## src/design/qspi_flash_defines.svh

```systemverilog
`ifndef QSPI_FLASH_DEFINES_SVH
`define QSPI_FLASH_DEFINES_SVH

//////////////////////////////////////////////////
// SPI clock divider

// Half period of SCK is clkdiv+1 clk cycles
`define QSPI_CLKDIV_W 16

//////////////////////////////////////////////////
// Command geometry

`define QSPI_LEN_W 16 // Data byte count per command

// Always 24-bit addressing
`define QSPI_ADDR_BYTES 3
`define QSPI_ADDR_W (8 * `QSPI_ADDR_BYTES)

//////////////////////////////////////////////////
// Chip select timing

// CS high time between two transactions, clk cycles
`define QSPI_CS_GAP 4
`define QSPI_GAP_W ($clog2(`QSPI_CS_GAP + 1)) // Gap counter width

`endif
```

## src/design/spi_bus_pkg.sv

```systemverilog
package spi_bus_pkg;

	// Which peer drives the shifter
	typedef enum logic {
		MASTER_ENGINE = 1'b0,
		MASTER_POLLER = 1'b1
	} bus_master_t;

	// Arbiter ownership register
	typedef enum logic {
		ARB_ENGINE = 1'b0, // Default after reset
		ARB_POLLER = 1'b1
	} arb_state_t;

endpackage

```

## src/design/flash_cmd_pkg.sv

```systemverilog
package flash_cmd_pkg;

	// Commands the host may issue
	typedef enum logic [1:0] {
		HOST_READ    = 2'd0, // Fast read, one dummy byte
		HOST_PROGRAM = 2'd1, // Page program
		HOST_ERASE   = 2'd2, // Sector erase
		HOST_WIPE    = 2'd3  // Whole chip
	} host_cmd_t;

	// Standard serial NOR opcodes
	typedef enum logic [7:0] {
		OP_PAGE_PROGRAM = 8'h02,
		OP_READ_SR1     = 8'h05, // Bit 0 is busy
		OP_WRITE_ENABLE = 8'h06,
		OP_FAST_READ    = 8'h0b,
		OP_BULK_ERASE   = 8'h60,
		OP_SECTOR_ERASE = 8'hd8
	} flash_opcode_t;

	// Command engine FSM
	typedef enum logic [3:0] {
		ST_IDLE         = 4'h0,
		ST_WRITE_ENABLE = 4'h1, // 06h in flight, or back from the gap
		ST_ADDRESS      = 4'h2,
		ST_DUMMY        = 4'h3,
		ST_READ         = 4'h4,
		ST_WRITE        = 4'h5,
		ST_ERASE_WAIT   = 4'h6, // Last erase byte in flight
		ST_GAP          = 4'h7,
		ST_WAIT_POLL    = 4'h8  // Poller owns the bus
	} engine_state_t;

endpackage

```

## src/design/qspi_flash_ctrl.sv

```systemverilog
`timescale 1ns/1ps
`include "qspi_flash_defines.svh"

module qspi_flash_ctrl (
	input  logic                      clk,
	input  logic                      rst_n,
	input  logic [`QSPI_CLKDIV_W-1:0] clkdiv,
	input  logic                      cmd_en,
	input  flash_cmd_pkg::host_cmd_t  cmd_id,
	input  logic [`QSPI_ADDR_W-1:0]   cmd_addr,
	input  logic [`QSPI_LEN_W-1:0]    cmd_len,
	output logic [7:0]                read_data,
	output logic                      read_valid,
	input  logic [7:0]                write_data,
	input  logic                      write_valid,
	output logic                      write_ready,
	output logic                      busy,
	output logic                      spi_sck,
	output logic                      spi_mosi,
	input  logic                      spi_miso,
	output logic                      spi_cs_n
);

	logic       eng_shift_en, eng_cs_n, eng_shift_done;
	logic [7:0] eng_tx_data;
	logic       pol_shift_en, pol_cs_n, pol_shift_done;
	logic [7:0] pol_tx_data;
	logic       poll_start, poll_done;
	logic       shift_en, shift_done;
	logic [7:0] tx_data, rx_data;

	spi_byte_shifter i_shifter (
		.clk, .rst_n, .clkdiv, .shift_en, .tx_data, .shift_done, .rx_data,
		.spi_sck, .spi_mosi, .spi_miso
	);

	spi_bus_arbiter i_arbiter (
		.clk, .rst_n, .eng_shift_en, .eng_tx_data, .eng_cs_n,
		.pol_shift_en, .pol_tx_data, .pol_cs_n, .poll_start, .poll_done,
		.shift_en, .tx_data, .shift_done, .rx_data,
		.eng_shift_done, .pol_shift_done, .spi_cs_n
	);

	flash_cmd_engine i_engine (
		.clk, .rst_n, .cmd_en, .cmd_id, .cmd_addr, .cmd_len,
		.read_data, .read_valid, .write_data, .write_valid, .write_ready, .busy,
		.shift_en(eng_shift_en), .tx_data(eng_tx_data), .cs_n(eng_cs_n),
		.shift_done(eng_shift_done), .rx_data, .poll_start, .poll_done
	);

	// Status polling after program and erase
	flash_busy_poller i_poller (
		.clk, .rst_n, .poll_start, .poll_done,
		.shift_en(pol_shift_en), .tx_data(pol_tx_data), .cs_n(pol_cs_n),
		.shift_done(pol_shift_done), .rx_data
	);

endmodule

```

## src/design/flash_busy_poller.sv

```systemverilog
`timescale 1ns/1ps
`include "qspi_flash_defines.svh"

module flash_busy_poller (
	input  logic       clk,
	input  logic       rst_n,
	input  logic       poll_start,
	output logic       poll_done,
	output logic       shift_en,
	output logic [7:0] tx_data,
	output logic       cs_n,
	input  logic       shift_done,
	input  logic [7:0] rx_data
);

	typedef enum logic [1:0] {
		POL_IDLE   = 2'd0,
		POL_OPCODE = 2'd1, // 05h in flight
		POL_STATUS = 2'd2, // Status bytes streaming
		POL_GAP    = 2'd3
	} poll_state_t;

	poll_state_t              state;
	logic [`QSPI_GAP_W-1:0]   gap_cnt;
	spi_bus_pkg::bus_master_t bus_view;

	assign bus_view = (state == POL_IDLE) ? spi_bus_pkg::MASTER_ENGINE
	                                      : spi_bus_pkg::MASTER_POLLER;

	always_ff @(posedge clk or negedge rst_n) begin
		if (!rst_n) begin
			state     <= POL_IDLE;
			gap_cnt   <= '0;
			cs_n      <= 1'b1;
			shift_en  <= 1'b0;
			tx_data   <= '0;
			poll_done <= 1'b0;
		end else begin
			shift_en  <= 1'b0;
			poll_done <= 1'b0;
			case (state)
				POL_IDLE: if (poll_start) begin
					cs_n     <= 1'b0;
					shift_en <= 1'b1;
					tx_data  <= flash_cmd_pkg::OP_READ_SR1;
					state    <= POL_OPCODE;
				end
				POL_OPCODE: if (shift_done) begin
					shift_en <= 1'b1;
					tx_data  <= 8'h00;
					state    <= POL_STATUS;
				end
				// SR1 repeats for as long as CS stays low
				POL_STATUS: if (shift_done) begin
					if (rx_data[0]) begin
						shift_en <= 1'b1; // Still busy
						tx_data  <= 8'h00;
					end else begin
						cs_n    <= 1'b1;
						gap_cnt <= 1;
						state   <= POL_GAP;
					end
				end
				default: begin
					gap_cnt <= gap_cnt + 1'b1;
					if (gap_cnt == `QSPI_CS_GAP - 1) begin
						poll_done <= 1'b1; // Bus back to the engine
						state     <= POL_IDLE;
					end
				end
			endcase
		end
	end

	a_single_poll: assert property (@(posedge clk) disable iff (!rst_n)
		poll_start |-> bus_view == spi_bus_pkg::MASTER_ENGINE);
	a_done_when_owner: assert property (@(posedge clk) disable iff (!rst_n)
		shift_done |-> bus_view == spi_bus_pkg::MASTER_POLLER);

endmodule

```

## src/design/flash_cmd_engine.sv

```systemverilog
`timescale 1ns/1ps
`include "qspi_flash_defines.svh"

module flash_cmd_engine (
	input  logic                     clk,
	input  logic                     rst_n,
	input  logic                     cmd_en,
	input  flash_cmd_pkg::host_cmd_t cmd_id,
	input  logic [`QSPI_ADDR_W-1:0]  cmd_addr,
	input  logic [`QSPI_LEN_W-1:0]   cmd_len,
	output logic [7:0]               read_data,
	output logic                     read_valid,
	input  logic [7:0]               write_data,
	input  logic                     write_valid,
	output logic                     write_ready,
	output logic                     busy,
	output logic                     shift_en,
	output logic [7:0]               tx_data,
	output logic                     cs_n,
	input  logic                     shift_done,
	input  logic [7:0]               rx_data,
	output logic                     poll_start,
	input  logic                     poll_done
);

	flash_cmd_pkg::engine_state_t state;
	flash_cmd_pkg::engine_state_t ret_state; // Where ADDRESS and GAP go next
	logic [`QSPI_LEN_W-1:0]            count;     // Data bytes sent
	logic [$clog2(`QSPI_ADDR_BYTES)-1:0] addr_idx;
	logic [`QSPI_GAP_W-1:0]            gap_cnt;
	logic [7:0]                        wbuf;       // One-byte write buffer
	logic                              wbuf_valid;
	logic                              stalled;    // Program waiting on host data
	spi_bus_pkg::bus_master_t          bus_view;   // Owner as the engine sees it

	assign busy     = (state != flash_cmd_pkg::ST_IDLE);
	assign bus_view = (state == flash_cmd_pkg::ST_WAIT_POLL) ? spi_bus_pkg::MASTER_POLLER
	                                                         : spi_bus_pkg::MASTER_ENGINE;

	always_ff @(posedge clk or negedge rst_n) begin
		if (!rst_n) begin
			state       <= flash_cmd_pkg::ST_IDLE;
			ret_state   <= flash_cmd_pkg::ST_IDLE;
			count       <= '0;
			addr_idx    <= '0;
			gap_cnt     <= '0;
			wbuf_valid  <= 1'b0;
			stalled     <= 1'b0;
			cs_n        <= 1'b1;
			shift_en    <= 1'b0;
			tx_data     <= '0;
			read_valid  <= 1'b0;
			write_ready <= 1'b0;
			poll_start  <= 1'b0;
		end else begin
			shift_en    <= 1'b0; // Pulses
			read_valid  <= 1'b0;
			write_ready <= 1'b0;
			poll_start  <= 1'b0;

			case (state)
				//////////////////////////////////////////////////
				// Dispatch
				flash_cmd_pkg::ST_IDLE: begin
					count    <= '0;
					addr_idx <= '0;
					if (cmd_en) begin
						cs_n     <= 1'b0;
						shift_en <= 1'b1;
						if (cmd_id == flash_cmd_pkg::HOST_READ) begin
							tx_data   <= flash_cmd_pkg::OP_FAST_READ;
							ret_state <= flash_cmd_pkg::ST_DUMMY;
							state     <= flash_cmd_pkg::ST_ADDRESS;
						end else begin
							tx_data   <= flash_cmd_pkg::OP_WRITE_ENABLE; // All writes start with WE
							ret_state <= flash_cmd_pkg::ST_IDLE;
							state     <= flash_cmd_pkg::ST_WRITE_ENABLE;
						end
					end
				end

				flash_cmd_pkg::ST_WRITE_ENABLE: begin
					if (ret_state != flash_cmd_pkg::ST_WRITE_ENABLE) begin
						// 06h still in flight
						if (shift_done) begin
							cs_n      <= 1'b1;
							gap_cnt   <= 1;
							ret_state <= flash_cmd_pkg::ST_WRITE_ENABLE;
							state     <= flash_cmd_pkg::ST_GAP;
						end
					end else begin
						// Back from the gap, send the real opcode
						cs_n     <= 1'b0;
						shift_en <= 1'b1;
						case (cmd_id)
							flash_cmd_pkg::HOST_PROGRAM: begin
								tx_data     <= flash_cmd_pkg::OP_PAGE_PROGRAM;
								ret_state   <= flash_cmd_pkg::ST_WRITE;
								state       <= flash_cmd_pkg::ST_ADDRESS;
								write_ready <= 1'b1; // First data byte wanted early
							end
							flash_cmd_pkg::HOST_ERASE: begin
								tx_data   <= flash_cmd_pkg::OP_SECTOR_ERASE;
								ret_state <= flash_cmd_pkg::ST_ERASE_WAIT;
								state     <= flash_cmd_pkg::ST_ADDRESS;
							end
							default: begin
								tx_data <= flash_cmd_pkg::OP_BULK_ERASE; // Wipe, no address
								state   <= flash_cmd_pkg::ST_ERASE_WAIT;
							end
						endcase
					end
				end

				// MSB first, last byte leaves with ret_state taking over
				flash_cmd_pkg::ST_ADDRESS: begin
					if (shift_done) begin
						shift_en <= 1'b1;
						tx_data  <= cmd_addr[8 * (`QSPI_ADDR_BYTES - 1 - addr_idx) +: 8];
						addr_idx <= addr_idx + 1'b1;
						if (addr_idx == `QSPI_ADDR_BYTES - 1)
							state <= ret_state;
					end
				end

				flash_cmd_pkg::ST_DUMMY: begin
					if (shift_done) begin
						shift_en <= 1'b1;
						tx_data  <= 8'h00;
						count    <= '0;
						state    <= flash_cmd_pkg::ST_READ;
					end
				end

				//////////////////////////////////////////////////
				// Data phases
				flash_cmd_pkg::ST_READ: begin
					if (shift_done) begin
						read_valid <= (count != 0); // Skip the dummy byte
						if (count == cmd_len) begin
							cs_n      <= 1'b1;
							gap_cnt   <= 1;
							ret_state <= flash_cmd_pkg::ST_IDLE;
							state     <= flash_cmd_pkg::ST_GAP;
						end else begin
							shift_en <= 1'b1;
							tx_data  <= 8'h00;
							count    <= count + 1'b1;
						end
					end
				end

				flash_cmd_pkg::ST_WRITE: begin
					if (shift_done || stalled) begin
						if (count == cmd_len) begin
							cs_n      <= 1'b1;
							gap_cnt   <= 1;
							ret_state <= flash_cmd_pkg::ST_WAIT_POLL;
							state     <= flash_cmd_pkg::ST_GAP;
						end else if (wbuf_valid) begin
							shift_en    <= 1'b1;
							tx_data     <= wbuf;
							count       <= count + 1'b1;
							wbuf_valid  <= 1'b0;
							stalled     <= 1'b0;
							write_ready <= (count + 1'b1 != cmd_len);
						end else begin
							stalled <= 1'b1; // Host late, CS stays low
						end
					end
				end

				flash_cmd_pkg::ST_ERASE_WAIT: begin
					if (shift_done) begin
						cs_n      <= 1'b1;
						gap_cnt   <= 1;
						ret_state <= flash_cmd_pkg::ST_WAIT_POLL;
						state     <= flash_cmd_pkg::ST_GAP;
					end
				end

				// Next state's first cycle still has CS high
				flash_cmd_pkg::ST_GAP: begin
					gap_cnt <= gap_cnt + 1'b1;
					if (gap_cnt == `QSPI_CS_GAP - 1) begin
						state      <= ret_state;
						poll_start <= (ret_state == flash_cmd_pkg::ST_WAIT_POLL);
					end
				end

				flash_cmd_pkg::ST_WAIT_POLL: begin
					if (poll_done)
						state <= flash_cmd_pkg::ST_IDLE;
				end

				default: state <= flash_cmd_pkg::ST_IDLE;
			endcase

			if (write_valid)
				wbuf_valid <= 1'b1;
		end
	end

	// Payload, no reset
	always_ff @(posedge clk) begin
		if (write_valid)
			wbuf <= write_data;
		if (state == flash_cmd_pkg::ST_READ && shift_done)
			read_data <= rx_data;
	end

	// Arbiter must gate done while the poller owns the bus
	a_done_when_owner: assert property (@(posedge clk) disable iff (!rst_n)
		shift_done |-> bus_view == spi_bus_pkg::MASTER_ENGINE);
	a_done_only_polling: assert property (@(posedge clk) disable iff (!rst_n)
		poll_done |-> bus_view == spi_bus_pkg::MASTER_POLLER);

endmodule

```

## src/design/spi_bus_arbiter.sv

```systemverilog
`timescale 1ns/1ps

module spi_bus_arbiter (
	input  logic       clk,
	input  logic       rst_n,
	input  logic       eng_shift_en,
	input  logic [7:0] eng_tx_data,
	input  logic       eng_cs_n,
	input  logic       pol_shift_en,
	input  logic [7:0] pol_tx_data,
	input  logic       pol_cs_n,
	input  logic       poll_start,
	input  logic       poll_done,
	output logic       shift_en,
	output logic [7:0] tx_data,
	input  logic       shift_done,
	input  logic [7:0] rx_data,
	output logic       eng_shift_done,
	output logic       pol_shift_done,
	output logic       spi_cs_n
);

	spi_bus_pkg::arb_state_t  owner;
	spi_bus_pkg::bus_master_t master;

	// Hand over only on the two handshake pulses
	always_ff @(posedge clk or negedge rst_n) begin
		if (!rst_n)
			owner <= spi_bus_pkg::ARB_ENGINE;
		else if (poll_start)
			owner <= spi_bus_pkg::ARB_POLLER;
		else if (poll_done)
			owner <= spi_bus_pkg::ARB_ENGINE;
	end

	assign master = (owner == spi_bus_pkg::ARB_POLLER) ? spi_bus_pkg::MASTER_POLLER
	                                                   : spi_bus_pkg::MASTER_ENGINE;

	//////////////////////////////////////////////////
	// Request mux and done gating

	always_comb begin
		shift_en = (master == spi_bus_pkg::MASTER_POLLER) ? pol_shift_en : eng_shift_en;
		tx_data  = (master == spi_bus_pkg::MASTER_POLLER) ? pol_tx_data : eng_tx_data;
		eng_shift_done = shift_done && (master == spi_bus_pkg::MASTER_ENGINE);
		pol_shift_done = shift_done && (master == spi_bus_pkg::MASTER_POLLER);
	end

	// Registered pin, no glitch at handover
	always_ff @(posedge clk or negedge rst_n) begin
		if (!rst_n)
			spi_cs_n <= 1'b1;
		else
			spi_cs_n <= (master == spi_bus_pkg::MASTER_POLLER) ? pol_cs_n : eng_cs_n;
	end

	a_engine_quiet: assert property (@(posedge clk) disable iff (!rst_n)
		(master == spi_bus_pkg::MASTER_POLLER) |-> !eng_shift_en);
	a_poller_quiet: assert property (@(posedge clk) disable iff (!rst_n)
		(master == spi_bus_pkg::MASTER_ENGINE) |-> !pol_shift_en);
	a_start_from_engine: assert property (@(posedge clk) disable iff (!rst_n)
		poll_start |-> owner == spi_bus_pkg::ARB_ENGINE);
	// Received byte is defined whenever either peer may take it
	a_rx_known: assert property (@(posedge clk) disable iff (!rst_n)
		shift_done |-> !$isunknown(rx_data));

endmodule

```

## src/design/spi_byte_shifter.sv

```systemverilog
`timescale 1ns/1ps
`include "qspi_flash_defines.svh"

module spi_byte_shifter (
	input  logic                      clk,
	input  logic                      rst_n,
	input  logic [`QSPI_CLKDIV_W-1:0] clkdiv,
	input  logic                      shift_en,
	input  logic [7:0]                tx_data,
	output logic                      shift_done,
	output logic [7:0]                rx_data,
	output logic                      spi_sck,
	output logic                      spi_mosi,
	input  logic                      spi_miso
);

	logic                      active;   // Byte in progress
	logic [`QSPI_CLKDIV_W-1:0] div_cnt;  // Clocks within a half period
	logic [3:0]                edge_cnt; // SCK edges so far, even ones rise
	logic [7:0]                shreg;    // Out at the top, in at the bottom
	logic                      half_end;

	assign half_end = active && (div_cnt == clkdiv);

	//////////////////////////////////////////////////
	// Divider and edge sequencing

	always_ff @(posedge clk or negedge rst_n) begin
		if (!rst_n) begin
			active     <= 1'b0;
			div_cnt    <= '0;
			edge_cnt   <= '0;
			spi_sck    <= 1'b0; // Mode 0 idles low
			spi_mosi   <= 1'b0;
			shift_done <= 1'b0;
		end else begin
			shift_done <= 1'b0;
			if (shift_en) begin
				active   <= 1'b1;
				div_cnt  <= '0;
				edge_cnt <= '0;
				spi_mosi <= tx_data[7]; // MSB ready before the first rise
			end else if (active) begin
				if (half_end) begin
					div_cnt  <= '0;
					spi_sck  <= !spi_sck;
					edge_cnt <= edge_cnt + 1'b1;
					if (spi_sck) begin
						// Falling edge, present next bit
						spi_mosi <= shreg[7];
						if (edge_cnt == 4'd15) begin
							active     <= 1'b0; // SCK back low after the 8th rise
							shift_done <= 1'b1;
						end
					end
				end else begin
					div_cnt <= div_cnt + 1'b1;
				end
			end
		end
	end

	// Data path, sampled as SCK rises
	always_ff @(posedge clk) begin
		if (shift_en)
			shreg <= tx_data;
		else if (half_end && !spi_sck)
			shreg <= {shreg[6:0], spi_miso};
	end

	assign rx_data = shreg; // Stable while shift_done is high

	// Peers wait for shift_done before asking again
	a_no_overlap: assert property (@(posedge clk) disable iff (!rst_n)
		active |-> !shift_en);

endmodule

```

## config.mk

```make
export PLATFORM = sky130hd
export DESIGN_NAME = qspi_flash_ctrl
export DESIGN_NICKNAME = d
export VERILOG_FILES = /design/src/design/spi_bus_pkg.sv /design/src/design/flash_cmd_pkg.sv /design/src/design/qspi_flash_ctrl.sv /design/src/design/flash_busy_poller.sv /design/src/design/flash_cmd_engine.sv /design/src/design/spi_bus_arbiter.sv /design/src/design/spi_byte_shifter.sv
export VERILOG_INCLUDE_DIRS = /design/src /design/src/design
export SDC_FILE = /design/constraint.sdc
export NUM_CORES = 1
export LEC_CHECK = 0
export BUFFER_PORTS_ARGS = -buffer_cell sky130_fd_sc_hd__buf_2
export CORE_MARGIN = 2
export CORE_UTILIZATION = 50
export CTS_CLUSTER_DIAMETER = 30
export DETAILED_ROUTE_END_ITERATION = 7
export PLACE_DENSITY = 0.81
export SYNTH_ARGS = -nofsm -noshare
export SYNTH_HDL_FRONTEND = slang
export SYNTH_HIERARCHICAL = 1
export SYNTH_SLANG_ARGS = --single-unit
```

## constraint.sdc

```tcl
create_clock -name clk -period 4.55 [get_ports clk]
set_input_delay 0.455 -clock clk [delete_from_list [all_inputs] [get_ports clk]]
set_output_delay 0.455 -clock clk [all_outputs]
set_load 0.02 [all_outputs]
```

==> flow_summary.yaml <==
outcome:
  status: "finished clean"
timing:
  setup_viol: 0
  period_share_pct: 65.2
  fmax_ghz: 0.337
  rsz0062_at_grt: "false"
  fin_hold_ws_ns: 0.278
  skew_ns: 0.00549
  fin_ws_ns: 1.58
  tightest_slew_ns: 1.26
  finalSetupTns_ns: 0
  hold_viol_final: 0
  period_needed_ns: 2.97
  slew_violations: 0
  slew_headroom_pct: 15.0
synthesis:
  synth_area_per_cell_sq_um: 9.67
  netlist_instances: 687
  yosysUniqueCellTypes: 83
  ys_seq_area_share_pct: 40.7
  syn_area_sq_um: 6640
  synth_edf_count: 24
  ys_warn_count: 6
  synthArstFlopShare_pct: 76.7
  ys_ff_latch: 103
  ys.flop_type: "dfrtp_1"
worst_setup_path:
  slowest_stage: "dfrtp_1"
  critPathCaptureType: "register"
  crit_arrival_ns: 3.20
  crit_required_ns: 4.79
  path_buf_inv: 0
  crit_type: "register to register"
  path_cells: "and4bb_1 > o21a_1 > a21oi_1 > a21oi_4 > a21oi_4 > mux2_1"
  start_kind: "register"
  worstPathMaxFanout: 28
  cp_top_family: "compound AO/OA/AOI/OAI gates"
  slowest_delay_ns: 0.88
  crit_top_cell: "a21oi_4"
clock_network:
  cts_resized: 0
  cts_num_sinks: 103
  cts_made_buffers: 9
  clk_pin_slew_ns: 0.06
  h-tree-depth: 3
  root_buffer: "clkbuf_16"
  cts_tree: "done"
  worstSkewPairLatency_ns: 0.35
  cts_max_path_buffers: 2
cells_and_area:
  final_area_sq_um: 7410
  antenna_cells: 0
  fin_nets: 832
  nFillCells: 1135
  final_cells: 923
  drive_gt1_share_pct: 20.3
  area_growth_pct: 11.6
die:
  io_pins: 85
  core_sq_um: 13100
  row_count: 42
  die_h_um: 119
  die_width_um: 119
  dieArea_sq_um: 14200
  initial_core_util_pct: 50.8
placed_design:
  place_inst: 906
  pre_cts_ws_ns: 1.61
  postPlaceCellArea_sq_um: 7050
  gp_congestion: 0.900
  dp_hpwl_um: 11100
  io_buffers: 84
global_routing:
  grt_pass1_vias: 4974
  grt_pass1_wl_um: 25200
  grt_util_all_layers_pct: 22.2
  grt_max_degree: 59
  grt_overflow: 0
  antenna_found_initial: 0
detailed_routing:
  postRouteWirelength_um: 15300
  wl_per_cell_um: 16.6
  drtAntennaViolNets: 0
  first_pass_iters: 6
  drc: 0
  viasPerCell: 5.84
  first_iter_violations: 565
  via_count: 5388
min_path:
  hold_class: "input port to register"
power:
  p_leak_nw: 3.20
  ir_drop_mv: 0.209
  p_per_area_nw_per_um2: 383
run:
  max_cap_violations: 0
## kinds of logic (layout without fill, tap and decap cells)
| family | after synthesis | in the layout | share of synthesized area (%) |
|---|---|---|---|
| muxes | 52 | 52 | 8.89 |
| buffers and inverters | 77 | 132 | 5.71 |
| xor gates and xnor gates | 52 | 52 | 7.08 |
| other | 1 | 6 | 0.0564 |
| DFF | 103 | 103 | 40.7 |
| and+or+nand+nor | 233 | 233 | 18.6 |
| AOI/OAI and AO/OA | 150 | 150 | 15.4 |
| adders and majority gates | 19 | 19 | 3.58 |
## cells in the final DEF (no fill, tap or decap), types with 6 or more instances in the layout
| cell | synthesis | final |
|---|---|---|
| nand2b_1 | 9 | 9 |
| o211ai_1 | 6 | 6 |
| nand3_1 | 25 | 25 |
| a22o_1 | 6 | 6 |
| nand4_1 | 13 | 13 |
| conb_1 | 1 | 6 |
| xnor2_1 | 19 | 19 |
| o21ai_0 | 37 | 37 |
| a21oi_1 | 33 | 33 |
| a31oi_1 | 6 | 6 |
| mux2_4 | 8 | 8 |
| nor3_1 | 16 | 16 |
| nor2_1 | 45 | 45 |
| clkbuf_16 | 0 | 10 |
| nor2b_1 | 12 | 12 |
| and3_1 | 8 | 8 |
| mux2i_1 | 20 | 20 |
| a221o_1 | 6 | 6 |
| xor2_1 | 31 | 31 |
| and2_1 | 6 | 6 |
| dfrtp_1 | 76 | 76 |
| mux2_2 | 23 | 23 |
| nand2_1 | 58 | 58 |
| inv_1 | 29 | 29 |
| buf_2 | 15 | 83 |
| ha_1 | 19 | 19 |
| edfxtp_1 | 24 | 24 |
| nor4_1 | 10 | 10 |
## what timing repair did
| item | 4_1_cts | 5_1_grt |
|---|---|---|
| setup buffers | 0 | 0 |
| hold buffers | 1 | 0 |
| endpoints found under the setup margin | 0 | 0 |
| endpoints found under the hold margin | 20 | 0 |
## registers in the layout, indices dropped and copies added, names as in the netlist, 4 cells and up
| name | cells |
|---|---|
| i_engine/count | 16 |
| i_shifter/div_cnt | 16 |
| i_engine/read_data | 8 |
| i_engine/tx_data | 8 |
| i_engine/wbuf | 8 |
| i_shifter/rx_data | 8 |
| i_engine/ret_state | 4 |
| i_engine/state | 4 |
| i_shifter/edge_cnt | 4 |
## cell usage after synthesis, drive strengths merged (7+ instances only)
cell,instances,share of area [%]
nand3,25,1.9
o21ai,40,3.0
nor4,11,1.3
xor2,32,4.3
o211ai,7,0.87
nor3,17,1.5
and2,7,0.68
mux2,32,5.9
clkbuf,15,0.85
nand2,58,3.3
buf,32,3.2
xnor2,20,2.7
and3,8,0.75
a21oi,36,3.2
nor2,45,2.5
inv,29,1.6
dfrtp,76,29
a21o,7,0.83
edfxtp,24,11
nor2b,12,1.1
mux2i,20,3.0
nand4,13,1.2
ha,19,3.6
nand2b,9,0.85
## layout make-up
class                      instances  area, sq um  share of cell area (%)
clock buffer                      11          254                    3.43
clock inverter                     5          101                    1.37
inverter                          30          113                    1.52
multi-input combinational        512         3580                    48.3
sequential                       103         2700                    36.4
tap                              176          220                    2.97
timing repair buffer              86          440                    5.94
## worst register-to-register path, delay by kind of cell (launching register included)
kind               cells  cell delay [ns]
AOI/OAI and AO/OA      4             1.16
DFF                    1             0.88
muxes                  1             0.35
and+or+nand+nor        1             0.47
## worst paths after layout
check	slack, ns	endpoint	cells after the start	start
setup / recovery	1.58	i_engine/tx_data[3]	6	i_engine/state[0]
hold / removal	0.28	i_engine/wbuf[2]	1	write_data[2]
setup reg to reg	1.58	i_engine/tx_data[3]	6	i_engine/state[0]
hold reg to reg	0.45	i_engine/read_data[6]	0	i_shifter/rx_data[6]
max in group asynchronous	2.97	i_shifter/shift_done	3	rst_n
min in group asynchronous	0.53	i_shifter/spi_sck	2	rst_n
## power by group
group | total, mW | internal, mW | switching [mW] | leakage [nW]
Clock | 0.909 | 0.570 | 0.339 | 0.175
Combinational | 0.681 | 0.337 | 0.344 | 1.77
Sequential | 1.25 | 1.07 | 0.179 | 1.25
Total | 2.84 | 1.97 | 0.861 | 3.20
## layer usage
layer	wire, um	vias to the layer above	global-route usage [%]
li1	-	2582	-
met1	6760	2598	29.9
met5	0	-	0
met4	300	0	7.81
met3	777	24	2.78
met2	7460	184	37.1
## stage by stage
step	util [%]	total power, mW
detailed placement	53.9	1.93
finish	56.6	2.84
floorplan	-	1.76
global placement	53.9	1.90
global route	56.6	2.99
CTS	56.6	2.85
Power figures use the tool's default switching activity.
